### src/design/eeprom_pkg.sv
package eeprom_pkg;

    // fixed high nibble of the control byte
    localparam logic [3:0] DEV_CODE = 4'b1010;
    localparam int ADDR_W = 11;

    localparam logic [7:0] REG_CTRL   = 8'h00;   // bit 0 start, bit 1 read
    localparam logic [7:0] REG_ADDR   = 8'h04;
    localparam logic [7:0] REG_WDATA  = 8'h08;
    localparam logic [7:0] REG_STATUS = 8'h0C;   // bit 0 busy, bit 1 done, bit 2 nack
    localparam logic [7:0] REG_RDATA  = 8'h10;

    typedef struct packed {
        logic              go;
        logic              rd;
        logic [ADDR_W-1:0] addr;
        logic [7:0]        wdata;
    } xfer_cmd_t;

    typedef struct packed {
        logic       busy;
        logic       done;
        logic       nack;
        logic [7:0] rdata;
    } xfer_stat_t;

    typedef enum logic [2:0] {
        OP_START,
        OP_RESTART,
        OP_STOP,
        OP_WRITE,
        OP_READ_ACK,
        OP_READ_NACK
    } byte_op_e;

    typedef struct packed {
        logic       valid;
        byte_op_e   op;
        logic [7:0] tx;
    } byte_req_t;

    typedef struct packed {
        logic       done;
        logic       ack;   // slave pulled the ninth bit low
        logic [7:0] rx;
    } byte_rsp_t;

endpackage

### src/design/eeprom_regs.sv
module eeprom_regs (
    input  logic                   CLK,
    input  logic                   RESET,
    input  logic                   psel,
    input  logic                   penable,
    input  logic                   pwrite,
    input  logic [7:0]             paddr,
    input  logic [31:0]            pwdata,
    output logic [31:0]            prdata,
    output logic                   pslverr,
    output eeprom_pkg::xfer_cmd_t  cmd,
    input  eeprom_pkg::xfer_stat_t stat
);
    import eeprom_pkg::*;

    logic              access;
    logic              mapped;
    logic              busy;
    logic              start_ok;
    logic              go_q;
    logic              rd_q;
    logic              done_q;
    logic              nack_q;
    logic [ADDR_W-1:0] addr_q;
    logic [7:0]        wdata_q;
    logic [7:0]        rdata_q;

    assign access = psel && penable;

    // a go already in flight counts as busy
    assign busy = stat.busy || go_q;
    assign start_ok = access && pwrite && (paddr == REG_CTRL) && pwdata[0] && !busy;

    always_comb
    begin
        mapped = 1'b1;
        prdata = '0;
        case (paddr)
            REG_CTRL:   prdata = {30'd0, rd_q, 1'b0};
            REG_ADDR:   prdata = {{(32 - ADDR_W){1'b0}}, addr_q};
            REG_WDATA:  prdata = {24'd0, wdata_q};
            REG_STATUS: prdata = {29'd0, nack_q, done_q, stat.busy};
            REG_RDATA:  prdata = {24'd0, rdata_q};
            default:    mapped = 1'b0;
        endcase
    end

    assign pslverr = access && !mapped;

    always_ff @(posedge CLK)
    begin
        if (RESET)
        begin
            go_q   <= 1'b0;
            rd_q   <= 1'b0;
            done_q <= 1'b0;
            nack_q <= 1'b0;
        end
        else
        begin
            go_q <= start_ok;
            if (start_ok)
            begin
                rd_q   <= pwdata[1];
                done_q <= 1'b0;
                nack_q <= 1'b0;
            end
            else if (stat.done)
            begin
                done_q <= 1'b1;   // sticky until next start
                nack_q <= stat.nack;
            end
        end
    end

    always_ff @(posedge CLK)
    begin
        if (access && pwrite && (paddr == REG_ADDR))
            addr_q <= pwdata[ADDR_W-1:0];
        if (access && pwrite && (paddr == REG_WDATA))
            wdata_q <= pwdata[7:0];
        if (stat.done && !stat.nack)
            rdata_q <= stat.rdata;   // failed read keeps old value
    end

    assign cmd = '{go: go_q, rd: rd_q, addr: addr_q, wdata: wdata_q};

endmodule

### src/design/eeprom_sequencer.sv
module eeprom_sequencer (
    input  logic                   CLK,
    input  logic                   RESET,
    input  eeprom_pkg::xfer_cmd_t  cmd,
    output eeprom_pkg::xfer_stat_t stat,
    output eeprom_pkg::byte_req_t  req,
    input  eeprom_pkg::byte_rsp_t  rsp
);
    import eeprom_pkg::*;

    typedef enum logic [3:0] {
        S_IDLE,
        S_START,
        S_CTRL_W,
        S_ADDR,
        S_DATA,
        S_RESTART,
        S_CTRL_R,
        S_READ,
        S_STOP
    } seq_state_e;

    seq_state_e        state;
    byte_op_e          op;
    logic [7:0]        tx;
    logic [7:0]        ctrl_w;
    logic [7:0]        ctrl_r;
    logic              rd_q;
    logic              nack_q;
    logic [ADDR_W-1:0] addr_q;
    logic [7:0]        wdata_q;
    logic [7:0]        rdata_q;

    // block bits ride in the control byte
    assign ctrl_w = {DEV_CODE, addr_q[ADDR_W-1:8], 1'b0};
    assign ctrl_r = {DEV_CODE, addr_q[ADDR_W-1:8], 1'b1};

    always_comb
    begin
        op = OP_WRITE;
        tx = 8'h00;
        case (state)
            S_START:   op = OP_START;
            S_CTRL_W:  tx = ctrl_w;
            S_ADDR:    tx = addr_q[7:0];
            S_DATA:    tx = wdata_q;
            S_RESTART: op = OP_RESTART;
            S_CTRL_R:  tx = ctrl_r;
            S_READ:    op = OP_READ_NACK;   // single byte, nack ends the read
            default:   op = OP_STOP;
        endcase
    end

    assign req  = '{valid: state != S_IDLE, op: op, tx: tx};
    assign stat = '{busy: state != S_IDLE, done: (state == S_STOP) && rsp.done,
                    nack: nack_q, rdata: rdata_q};

    always_ff @(posedge CLK)
    begin
        if (RESET)
        begin
            state  <= S_IDLE;
            nack_q <= 1'b0;
        end
        else if (state == S_IDLE)
        begin
            if (cmd.go)
            begin
                nack_q <= 1'b0;
                state  <= S_START;
            end
        end
        else if (rsp.done)
        begin
            if ((op == OP_WRITE) && !rsp.ack)
            begin
                nack_q <= 1'b1;   // abort with stop
                state  <= S_STOP;
            end
            else
            begin
                case (state)
                    S_START:   state <= S_CTRL_W;
                    S_CTRL_W:  state <= S_ADDR;
                    S_ADDR:    state <= rd_q ? S_RESTART : S_DATA;
                    S_DATA:    state <= S_STOP;
                    S_RESTART: state <= S_CTRL_R;
                    S_CTRL_R:  state <= S_READ;
                    S_READ:    state <= S_STOP;
                    default:   state <= S_IDLE;
                endcase
            end
        end
    end

    always_ff @(posedge CLK)
    begin
        if ((state == S_IDLE) && cmd.go)
        begin
            rd_q    <= cmd.rd;
            addr_q  <= cmd.addr;
            wdata_q <= cmd.wdata;
        end
        if ((state == S_READ) && rsp.done)
            rdata_q <= rsp.rx;
    end

endmodule

### src/design/i2c_byte_engine.sv
module i2c_byte_engine #(
    parameter int CLK_DIV = 4
) (
    input  logic                  CLK,
    input  logic                  RESET,
    input  eeprom_pkg::byte_req_t req,
    output eeprom_pkg::byte_rsp_t rsp,
    output logic                  scl,
    output logic                  sda_oe,
    input  logic                  sda_in
);
    import eeprom_pkg::*;

    localparam int CNT_W = $clog2(CLK_DIV);
    // sda moves here, clear of both scl edges
    localparam int MID = CLK_DIV / 2 - 1;

    logic             active;
    logic             done_q;
    logic             ack_q;
    logic             scl_q;
    logic             oe_q;
    logic [CNT_W-1:0] cnt;
    logic [4:0]       hp;       // half-period index within the op
    logic [3:0]       bit_idx;
    logic             accept;
    logic             tick;
    logic             at_mid;
    logic             byte_op;
    logic             byte_drive;
    byte_op_e         op_q;
    logic [7:0]       sh;

    function automatic logic [4:0] last_half(byte_op_e op);
        case (op)
            OP_START, OP_STOP: last_half = 5'd1;
            OP_RESTART:        last_half = 5'd2;
            default:           last_half = 5'd17;   // 8 data bits plus ack
        endcase
    endfunction

    function automatic logic scl_level(byte_op_e op, logic [4:0] h);
        case (op)
            OP_START:            scl_level = (h == 5'd0);
            OP_RESTART, OP_STOP: scl_level = (h == 5'd1);
            default:             scl_level = h[0];  // low half then high half per bit
        endcase
    endfunction

    assign accept  = !active && req.valid && !done_q;
    assign tick    = (cnt == CNT_W'(CLK_DIV - 1));
    assign at_mid  = active && (cnt == CNT_W'(MID));
    assign bit_idx = hp[4:1];
    assign byte_op = (op_q == OP_WRITE) || (op_q == OP_READ_ACK) || (op_q == OP_READ_NACK);

    // ack slot: drive low only for a read that wants more
    assign byte_drive = (bit_idx == 4'd8) ? (op_q == OP_READ_ACK)
                                          : ((op_q == OP_WRITE) && !sh[7]);

    always_ff @(posedge CLK)
    begin
        if (RESET)
        begin
            active <= 1'b0;
            done_q <= 1'b0;
            ack_q  <= 1'b0;
            cnt    <= '0;
            hp     <= '0;
            scl_q  <= 1'b1;
            oe_q   <= 1'b0;
        end
        else
        begin
            done_q <= 1'b0;
            if (accept)
            begin
                active <= 1'b1;
                ack_q  <= 1'b0;
                cnt    <= '0;
                hp     <= '0;
                scl_q  <= scl_level(req.op, 5'd0);
            end
            else if (active)
            begin
                cnt <= tick ? '0 : cnt + 1'b1;
                if (at_mid)
                begin
                    case (op_q)
                        OP_START:   oe_q <= 1'b1;             // falls while scl high
                        OP_RESTART: oe_q <= (hp != 5'd0);     // release, then start edge
                        OP_STOP:    oe_q <= (hp == 5'd0);     // low, then rise as stop
                        default:
                        begin
                            if (!hp[0])
                                oe_q <= byte_drive;
                            else if ((bit_idx == 4'd8) && (op_q == OP_WRITE))
                                ack_q <= !sda_in;
                        end
                    endcase
                end
                if (tick)
                begin
                    if (hp == last_half(op_q))
                    begin
                        active <= 1'b0;
                        done_q <= 1'b1;
                    end
                    else
                    begin
                        hp    <= hp + 5'd1;
                        scl_q <= scl_level(op_q, hp + 5'd1);
                    end
                end
            end
        end
    end

    always_ff @(posedge CLK)
    begin
        if (accept)
        begin
            op_q <= req.op;
            sh   <= req.tx;
        end
        else if (at_mid && byte_op && (bit_idx < 4'd8))
        begin
            if (!hp[0] && (op_q == OP_WRITE))
                sh <= {sh[6:0], 1'b0};   // msb first
            else if (hp[0] && (op_q != OP_WRITE))
                sh <= {sh[6:0], sda_in};
        end
    end

    assign rsp    = '{done: done_q, ack: ack_q, rx: sh};
    assign scl    = scl_q;
    assign sda_oe = oe_q;

endmodule

### src/design/eeprom_ctrl_top.sv
module eeprom_ctrl_top #(
    parameter int CLK_DIV = 4
) (
    input  logic        CLK,
    input  logic        RESET,
    input  logic        psel,
    input  logic        penable,
    input  logic        pwrite,
    input  logic [7:0]  paddr,
    input  logic [31:0] pwdata,
    output logic [31:0] prdata,
    output logic        pslverr,
    output logic        scl,
    output logic        sda_oe,   // high pulls the line low
    input  logic        sda_in
);
    import eeprom_pkg::*;

    xfer_cmd_t  cmd;
    xfer_stat_t stat;
    byte_req_t  req;
    byte_rsp_t  rsp;

    eeprom_regs u_regs (
        .CLK     (CLK),
        .RESET   (RESET),
        .psel    (psel),
        .penable (penable),
        .pwrite  (pwrite),
        .paddr   (paddr),
        .pwdata  (pwdata),
        .prdata  (prdata),
        .pslverr (pslverr),
        .cmd     (cmd),
        .stat    (stat)
    );

    eeprom_sequencer u_sequencer (
        .CLK   (CLK),
        .RESET (RESET),
        .cmd   (cmd),
        .stat  (stat),
        .req   (req),
        .rsp   (rsp)
    );

    i2c_byte_engine #(
        .CLK_DIV (CLK_DIV)
    ) u_byte_engine (
        .CLK    (CLK),
        .RESET  (RESET),
        .req    (req),
        .rsp    (rsp),
        .scl    (scl),
        .sda_oe (sda_oe),
        .sda_in (sda_in)
    );

endmodule

### config.mk
export PLATFORM = sky130hd
export DESIGN_NAME = eeprom_ctrl_top
export DESIGN_NICKNAME = d
export VERILOG_FILES = /design/src/design/eeprom_pkg.sv /design/src/design/eeprom_regs.sv /design/src/design/eeprom_sequencer.sv /design/src/design/i2c_byte_engine.sv /design/src/design/eeprom_ctrl_top.sv
export SDC_FILE = /design/constraint.sdc
export NUM_CORES = 1
export LEC_CHECK = 0
export BUFFER_PORTS_ARGS = -buffer_cell sky130_fd_sc_hd__buf_4
export CAP_MARGIN = 10
export CORE_ASPECT_RATIO = 0.75
export CORE_MARGIN = 2
export CORE_UTILIZATION = 55
export DETAILED_ROUTE_END_ITERATION = 7
export PLACE_DENSITY = 0.82
export SYNTH_ARGS = -nofsm -noshare
export SYNTH_HDL_FRONTEND = slang
export SYNTH_SLANG_ARGS = --single-unit
### constraint.sdc
create_clock -name CLK -period 2.7 [get_ports CLK]
set_input_delay 0.27 -clock CLK [delete_from_list [all_inputs] [get_ports CLK]]
set_output_delay 0.27 -clock CLK [all_outputs]
set_load 0.01 [all_outputs]
== Word level (Yosys, flattened, before mapping) ==
Index checks and enable logic that the tools add are counted.
Word-level totals
  flip-flop bits (word level): 87
  input port bits: 46
  output and inout bits: 35
  word-level logic and storage cells: 159
Cells by class
  add/subtract/negate cells: 2
  order comparisons: 1
  equal/unequal tests: 27
  muxes and demuxes: 38
  bitwise logic cells: 5
  reductions and logical operators: 64
Operator list (number)
  $pmux 11 s5: 1
  $mux 8: 4
  $pmux 8 s4: 1
  $pmux 4 s6: 1
  $logic_and 1x1->1: 22
  $mux 5: 4
  $mux 1: 18
  $eq 4x3->1 const B: 4
  $eq 8x4->1 const B: 2
  $mux 4: 4
  $pmux 3 s4: 1
  $logic_not 5->1: 2
  $pmux 5 s2: 1
  $reduce_bool 2->1: 5
  $reduce_or 2->1: 5
  $eq 3x2->1 const B: 3
  $logic_not 1->1: 9
  $reduce_and 3->1: 3
  $eq 4x2->1 const B: 2
  $eq 4x4->1 const B: 2
  $eq 8x3->1 const B: 1
  $eq 8x5->1 const B: 1
  $logic_not 8->1: 1
  $reduce_or 4->1: 2
  29 further kinds: 38

== Longest topological paths before layout ==
Gate-level depths: netlist of the first run.
  word-level depth: 12
  depth in mapped cells: 7
  depth with buffers taken out: 6

== Modules after synthesis ==
A second synthesis of the first run with hierarchy kept.
Unflattened totals
  cells, all modules: 327
  area, all modules: 4127.7 um2
Modules (own cells, without submodules)
  eeprom_regs: instances 1, cells an instance 109, area each 1471.4 um2, seq. area each 890.9 um2
  eeprom_sequencer: instances 1, cells an instance 99, area each 1363.8 um2, seq. area each 940.9 um2
  i2c_byte_engine: instances 1, cells an instance 119, area each 1292.5 um2, seq. area each 570.5 um2

== Worst setup path after synthesis of the first run ==
No wires, ideal clock.
  kind: flip-flop to flip-flop
  from: reg u_byte_engine.op_q[1]
  to: reg u_byte_engine.sh[0] (enable)
  setup time: 398 ps
  data arrival time: 1969 ps
  data required time: 2302 ps
  path slack: 333 ps
  stages on the path, launching flop included: 6
  buffers on the path: 1
  clock period less this slack: 2367 ps
  path through: edfxtp_1 > clkbuf_2 > nand2_1 > nor2_1 > ha_1 > o41ai_1
Between the ends
  cells in the longest elaborated chain, start to end: 7
  elaborated cells on any way between the ends: 13
  classes of those cells: 4 x eq/ne; 9 x reduce/logical
RTL lines
  start, declared: RTL line i2c_byte_engine.sv:31  | byte_op_e op_q;
  start signal, assigned: RTL line i2c_byte_engine.sv:122  | op_q <= req.op;
  $eq 3x2->1 or $eq 3x3->1 (tied branches): RTL line i2c_byte_engine.sv:54, i2c_byte_engine.sv:127
  $logic_or 1x1->1 (2 in series): RTL line i2c_byte_engine.sv:54  | assign byte_op = (op_q == OP_WRITE) || (op_q == OP_READ_ACK) || (op_q == OP_READ_NACK);
  $logic_and 1x1->1 (2 in series): RTL line i2c_byte_engine.sv:125  | else if (at_mid && byte_op && (bit_idx < 4'd8))
  $reduce_bool 2->1 (no line)
  $reduce_and 2->1 (no line) (*)
  end signal, assigned: RTL line i2c_byte_engine.sv:123  | sh <= req.tx;
  end signal, assigned: RTL line i2c_byte_engine.sv:128  | sh <= {sh[6:0], 1'b0};
  end signal, assigned: RTL line i2c_byte_engine.sv:130  | sh <= {sh[6:0], sda_in};
  end, declared: RTL line i2c_byte_engine.sv:32  | logic [7:0] sh;
Mark *: on every way between the ends. The rest lies on a longest branch, timed or not.
A chain may end at the register's enable or synchronous reset.

== Final worst setup path of the first run ==
  from: reg u_sequencer.state[1]
  to: reg u_byte_engine.cnt[1]
Between the ends
  cells in the longest elaborated chain, start to end: 4
RTL lines
  start, declared: RTL line eeprom_sequencer.sv:23  | seq_state_e state;
  start signal, assigned: RTL line eeprom_sequencer.sv:85  | S_ADDR: state <= rd_q ? S_RESTART : S_DATA;
  $reduce_bool 4->1: RTL line eeprom_sequencer.sv:54  | assign req = '{valid: state != S_IDLE, op: op, tx: tx};
  $logic_and 1x1->1 (2 in series): RTL line i2c_byte_engine.sv:50  | assign accept = !active && req.valid && !done_q;
  $reduce_or 2->1 (no line)
  end signal, assigned: RTL line i2c_byte_engine.sv:85  | cnt <= tick ? '0 : cnt + 1'b1;
  end, declared: RTL line i2c_byte_engine.sv:23  | logic [CNT_W-1:0] cnt;
No other way between the ends.

==> impl_metrics.yaml, run 1 <==
routing:
  vias: 2763
  via_per_inst: 5.732
  drc: 0
  drtAntennaViolNets: 0
  drt_iter0_markers: 266
  wl_per_cell_um: 17.23
  routed_wl_mm: 8.305
  dr.pass1.iters: 5
cells_and_area:
  layout_common_cells: "66 x edfxtp_1, 50 x buf_4, 24 x nor2_1"
  final_cell_area_um2: 4534
  syn2layout_area_growth_pct: 13.29
  fill_cells: 533
  layout_commonest_cell: "edfxtp_1"
  fin_nets: 431
  finalCoreUtilization_pct: 65.44
  diodes: 0
  drive_above_1_share_pct: 18.75
global_route:
  grt_pass1_wl_mm: 12.72
  grt_pass1_vias: 2607
  antenna_found_initial: 0
  grt_usage_pct: 21.38
  grt_max_degree: 19
  gr-total-overflow: 0
cts:
  cts_setup_buffers: 0
  cts.sinks: 87
  cts.clk_slew.worst_paths_ps: 100
  cts-buffers-inserted: 9
  clock_latency_ps: 370
  post_cts_resized: 0
  root_buffer: "clkbuf_8"
  htreeDepth: 3
  cts_buffer_depth: 2
  holdBufCountCts: 0
  cts_tree: "built"
yosys:
  ys_seq_elements: 87
  yosysWarnings: 0
  ys.flop_type: "edfxtp_1"
  synth_edf_count: 66
  netlist_instances: 338
  post_synth_num_cell_types: 55
  synthArstFlopShare_pct: 0
  avgSynthCellArea_um2: 11.84
  syn_area_um2: 4003
  seq_area_frac_synth_pct: 60.02
critical_path:
  arrival_ps: 2430
  end_kind: "flop"
  reg2reg_slack_ps: 550
  cp_max_fo: 15
  path_class: "flop to flop"
  required_ps: 2980
  cp-start-kind: "flop"
sta:
  finalHoldViolations: 0
  layout_min_cycle_time_ps: 2146
  fin_tns_setup_ps: 0
  worst_pin_slew_ps: 589.8
  slew_viol_final: 0
  hold_ws_ps: 66.81
  rsz0062_at_grt: "false"
  setup_viol: 0
  timing.final.crit_share_pct: 79.49
  fmax_mhz: 465.9
  fin_worst_skew_ps: 10.80
  relSlewSlack_pct: 60.54
outcome:
  status: "complete, no violations"
pwr:
  comb_power_share_pct: 3.0
  ir_worst_vdd_mv: 0.5038
  p_clk_share_pct: 37.4
  power_density_nw_per_um2: 526.3
  internal_power_mw: 1.818
  switchingPower_uw: 568.6
  power.leakage_nw: 1.688
  seq_power_share_pct: 59.6
  swShare_pct: 23.83
die:
  design.core.area_um2: 6929
  die_h_um: 77.88
  io_pins: 81
  die-area_um2: 7983
  die_x_um: 102.5
  rows: 26
  start_util_pct: 57.76
job:
  maxCapViolations: 0
placed_design:
  place_area_um2: 4335
  dp_hpwl_mm: 5.848
  gp_congestion: 0.8482
  io_buffer_count: 38
worst_hold_path:
  hold_class: "primary input to flop"
[worst paths after layout]
check                                    startpoint                           endpoint  cells past startpoint
setup / recovery  u_sequencer.state[1]$_SDFFE_PP0P_  u_byte_engine.cnt[1]$_SDFFE_PP0P_                      4
hold / removal                           pwdata[10]        u_regs.addr_q[10]$_DFFE_PP_                      1
setup reg to reg  u_sequencer.state[1]$_SDFFE_PP0P_  u_byte_engine.cnt[1]$_SDFFE_PP0P_                      4
hold reg to reg    u_sequencer.rdata_q[0]$_DFFE_PP_        u_regs.rdata_q[0]$_DFFE_PP_                      0
[through the flow]
stage          std cells  power [mW]  setup slack (ps)
3_5_place_dp         466       1.523             526.3
3_3_place_gp         466       1.521             606.2
5_1_grt              482       2.443             419.7
2_1_floorplan        358       1.508             333.4
6_report             482       2.386             553.7
4_1_cts              482       2.397             556.5
[registers in the layout, indices dropped and copies added, names as in the netlist]
| name | flops |
|---|---|
| u_byte_engine.active | 1 |
| u_regs.rd_q | 1 |
| u_byte_engine.done_q | 1 |
| u_byte_engine.hp | 5 |
| u_byte_engine.cnt | 2 |
| u_regs.addr_q | 11 |
| u_regs.go_q | 1 |
| u_regs.done_q | 1 |
| u_byte_engine.scl | 1 |
| u_sequencer.state | 4 |
| u_regs.wdata_q | 8 |
| u_byte_engine.sh | 8 |
| u_sequencer.wdata_q | 8 |
| u_regs.nack_q | 1 |
| u_sequencer.rd_q | 1 |
| u_byte_engine.op_q | 3 |
| u_byte_engine.sda_oe | 1 |
| u_regs.rdata_q | 8 |
| u_byte_engine.ack_q | 1 |
| u_sequencer.nack_q | 1 |
| u_sequencer.addr_q | 11 |
| u_sequencer.rdata_q | 8 |
[cells by family (layout without fill, tap and decap cells)]
| group | after synthesis | in the layout | share of synthesized area [%] |
|---|---|---|---|
| and+or+nand+nor | 115 | 115 | 16.38 |
| DFF | 87 | 87 | 60.02 |
| AOI/OAI and AO/OA | 66 | 66 | 11.38 |
| buffers and inverters | 49 | 75 | 6.846 |
| muxes | 10 | 10 | 2.532 |
| adders and majority gates | 6 | 6 | 1.876 |
| xor gates and xnor gates | 4 | 4 | 0.8754 |
| other | 1 | 21 | 0.09369 |
[critical path, stage by stage, from the launching register on]
cell	delay [ps]
dfxtp_1	400
nor4_4	460
or3_1	530
nand2b_1	370
a211oi_1	310
[cell type report]
class | instances | area, um2 | share of cell area [%]
clock buffers | 9 | 123.9 | 2.732
multi-input cells | 222 | 1401 | 30.90
inverters | 9 | 33.78 | 0.7450
flip-flops and latches | 87 | 2402 | 52.98
clock inverters | 7 | 75.07 | 1.656
well taps | 98 | 122.6 | 2.704
repair buffers | 50 | 375.4 | 8.278
[layer usage]
| metal | vias to the layer above | part of all wire, % | routed length, um | track usage, % |
|---|---|---|---|---|
| met3 | 17 | 7.7 | 636 | 6.036 |
| met4 | 0 | 2.2 | 182 | 9.067 |
| met2 | 127 | 46 | 3798 | 32.22 |
| li1 | 1296 | - | - | - |
| met1 | 1323 | 44 | 3687 | 28.99 |
| met5 | - | 0 | 0 | 0 |
[power groups by stage]
| stage | sequential [mW] | clock [mW] | combinational (mW) |
|---|---|---|---|
| floorplan | 1.45 | 0 | 0.0548 |
| global placement | 1.45 | 0 | 0.0673 |
| detailed placement | 1.45 | 0 | 0.0693 |
| CTS | 1.42 | 0.905 | 0.0696 |
| global route | 1.42 | 0.942 | 0.0780 |
| finish | 1.42 | 0.893 | 0.0708 |
[cells in the mapped netlist, types with 8 or more instances]
cell      count  area share, %
dfxtp_1      21             11
inv_1         9           0.84
edfxtp_1     66             50
o21ai_0      14            1.8
a22o_1        9            2.0
buf_4        21            3.9
nor3_1       11            1.4
nor2b_1       8            1.3
and2_1        8            1.3
a21oi_1      12            1.5
clkbuf_1     10           0.94
nor2_1       24            2.3
nand2_1      22            2.1
mux2i_1       9            2.3
No activity file was read; power rests on OpenSTA's default activity.
==> run 2, diff against run 1 <==
==> constraint.sdc (replaced) <==
create_clock -name CLK -period 2.01 [get_ports CLK]
set_input_delay 0.201 -clock CLK [delete_from_list [all_inputs] [get_ports CLK]]
set_output_delay 0.201 -clock CLK [all_outputs]
set_load 0.01 [all_outputs]
==> run 2 against run 1 <==
Combinational power grew 47%. Clock power grew 34%. Worst hold slack lost 47 ps. Sequential power grew 35%. Die area is the same. Total power grew 35%. Flip-flop and latch count is the same. Clock skew shrank 1.3 ps. Critical path type is now flop to primary output.
==> impl_metrics.yaml, run 2 (same netlist as run 1, synthesis figures left out) <==
routing:
  dr.pass1.iters: 6
  drt_iter0_markers: 315
  wl_per_cell_um: 17.07
  drc: 0
  drtAntennaViolNets: 0
  via_per_inst: 5.708
  routed_wl_mm: 8.533
  vias: 2854
pwr:
  ir_worst_vdd_mv: 0.6320
  swShare_pct: 23.76
  power_density_nw_per_um2: 681.9
  seq_power_share_pct: 59.4
  internal_power_mw: 2.452
  p_clk_share_pct: 37.3
  comb_power_share_pct: 3.2
  switchingPower_uw: 764.4
  power.leakage_nw: 1.783
sta:
  fin_tns_setup_ps: 0
  fin_worst_skew_ps: 9.450
  fmax_mhz: 535.1
  finalHoldViolations: 0
  setup_viol: 0
  slew_viol_final: 0
  layout_min_cycle_time_ps: 1869
  timing.final.crit_share_pct: 92.98
  rsz0062_at_grt: "false"
critical_path:
  cp_max_fo: 5
  crit_path_end: "prdata[0]"
  arrival_ps: 1670
  cp-start-kind: "flop"
  reg2reg_slack_ps: 190
  required_ps: 1810
  path_class: "flop to primary output"
  crit_path_start: "u_sequencer.state[1]$_SDFFE_PP0P_"
  end_kind: "primary output"
  rr_worst_depth: 4
  r2r-start: "u_byte_engine.hp[0]$_SDFFE_PP0P_"
  r2r-end: "u_byte_engine.sh[5]$_DFFE_PP_"
die:
  design.core.area_um2: 6929
  die-area_um2: 7983
  start_util_pct: 57.76
  die_h_um: 77.88
  io_pins: 81
  rows: 26
  die_x_um: 102.5
cells_and_area:
  fin_nets: 449
  syn2layout_area_growth_pct: 17.85
  drive_above_1_share_pct: 21.14
  top_regs: "u_regs.addr_q x11, u_sequencer.addr_q x11"
  diodes: 0
  fill_cells: 493
  layout_common_cells: "66 x edfxtp_1, 60 x buf_4, 24 x nor2_1"
  finalCoreUtilization_pct: 68.08
  layout_commonest_cell: "edfxtp_1"
cts:
  root_buffer: "clkbuf_8"
  cts.sinks: 87
  cts-buffers-inserted: 9
  clock_latency_ps: 370
  cts.clk_slew.worst_paths_ps: 90
  cts_buffer_depth: 2
  htreeDepth: 3
  cts_tree: "built"
  post_cts_resized: 0
  cts_setup_buffers: 0
  holdBufCountCts: 3
global_route:
  met3_usage_pct: 5.586
  grt_max_degree: 21
  antenna_found_initial: 0
  grt_usage_pct: 22.66
  met1_usage_pct: 31.21
  gr-total-overflow: 0
  use_met2_pct: 34.97
  busiest_layer: "met2"
  grt_pass1_vias: 2663
  grt_pass1_wl_mm: 13.41
placed_design:
  io_buffer_count: 38
  gp_congestion: 0.8788
  dp_hpwl_mm: 6.052
worst_hold_path:
  hold_class: "primary input to flop"
job:
  maxCapViolations: 0
outcome:
  status: "complete, no violations"
## run 2: final cells by class
type	count	area [um2]	area share (%)
tap	98	122.6	2.599
timing repair buffer	68	550.5	11.67
clock inverter	7	75.07	1.592
clock buffer	9	123.9	2.626
sequential	87	2402	50.93
inverter	9	33.78	0.7162
multi-input combinational	222	1409	29.87
## run 2: power groups by stage
stage | sequential [mW] | clock (mW) | combinational (mW)
2_1_floorplan | 1.95 | 0 | 0.0736
3_3_place_gp | 1.95 | 0 | 0.0896
3_5_place_dp | 1.95 | 0 | 0.0923
4_1_cts | 1.91 | 1.22 | 0.0971
5_1_grt | 1.91 | 1.30 | 0.115
6_report | 1.91 | 1.20 | 0.104
## run 2: routing by layer
metal	part of all wire [%]	vias to the layer above	wire, um
li1	-	1328	-
met1	42	1358	3614
met2	48	149	4054
met3	8.3	19	708
met4	1.8	0	155
met5	0	-	0
## run 2: critical path: stages, from the launching register on
cell and delay, ps:
dfxtp_1 380, nor4_4 350, buf_4 190, nand2_1 50
o21ai_0 70, o22ai_1 110, buf_4 150
## run 2: worst min-delay path by stage
stage,from,endpoint,depth (start not counted),slack (ps)
after floorplan,RESET,u_byte_engine.sda_oe$_SDFFE_PP0P_,1,270
after global placement,pwdata[8],u_regs.addr_q[8]$_DFFE_PP_,1,380
after detailed placement,pwdata[8],u_regs.addr_q[8]$_DFFE_PP_,1,380
after CTS,pwdata[6],u_regs.wdata_q[6]$_DFFE_PP_,1,0.3
after global routing,pwdata[3],u_regs.wdata_q[3]$_DFFE_PP_,1,0.4
final,pwdata[3],u_regs.addr_q[3]$_DFFE_PP_,1,20
## run 2: through the flow
stage / power, mW / setup WS (ps) / area, um2 / hold slack, ps / std cells
5_1_grt: 3.326 / 48.62 / 4717 / 0.3869 / 500
6_report: 3.217 / 141.1 / 4717 / 20.03 / 500
4_1_cts: 3.229 / 129.9 / 4687 / 0.2539 / 497
3_5_place_dp: 2.045 / 141.6 / 4458 / 380.5 / 478
2_1_floorplan: 2.026 / 1.517 / 4085 / 273.1 / 358
3_3_place_gp: 2.042 / 186.3 / 4458 / 380.1 / 478
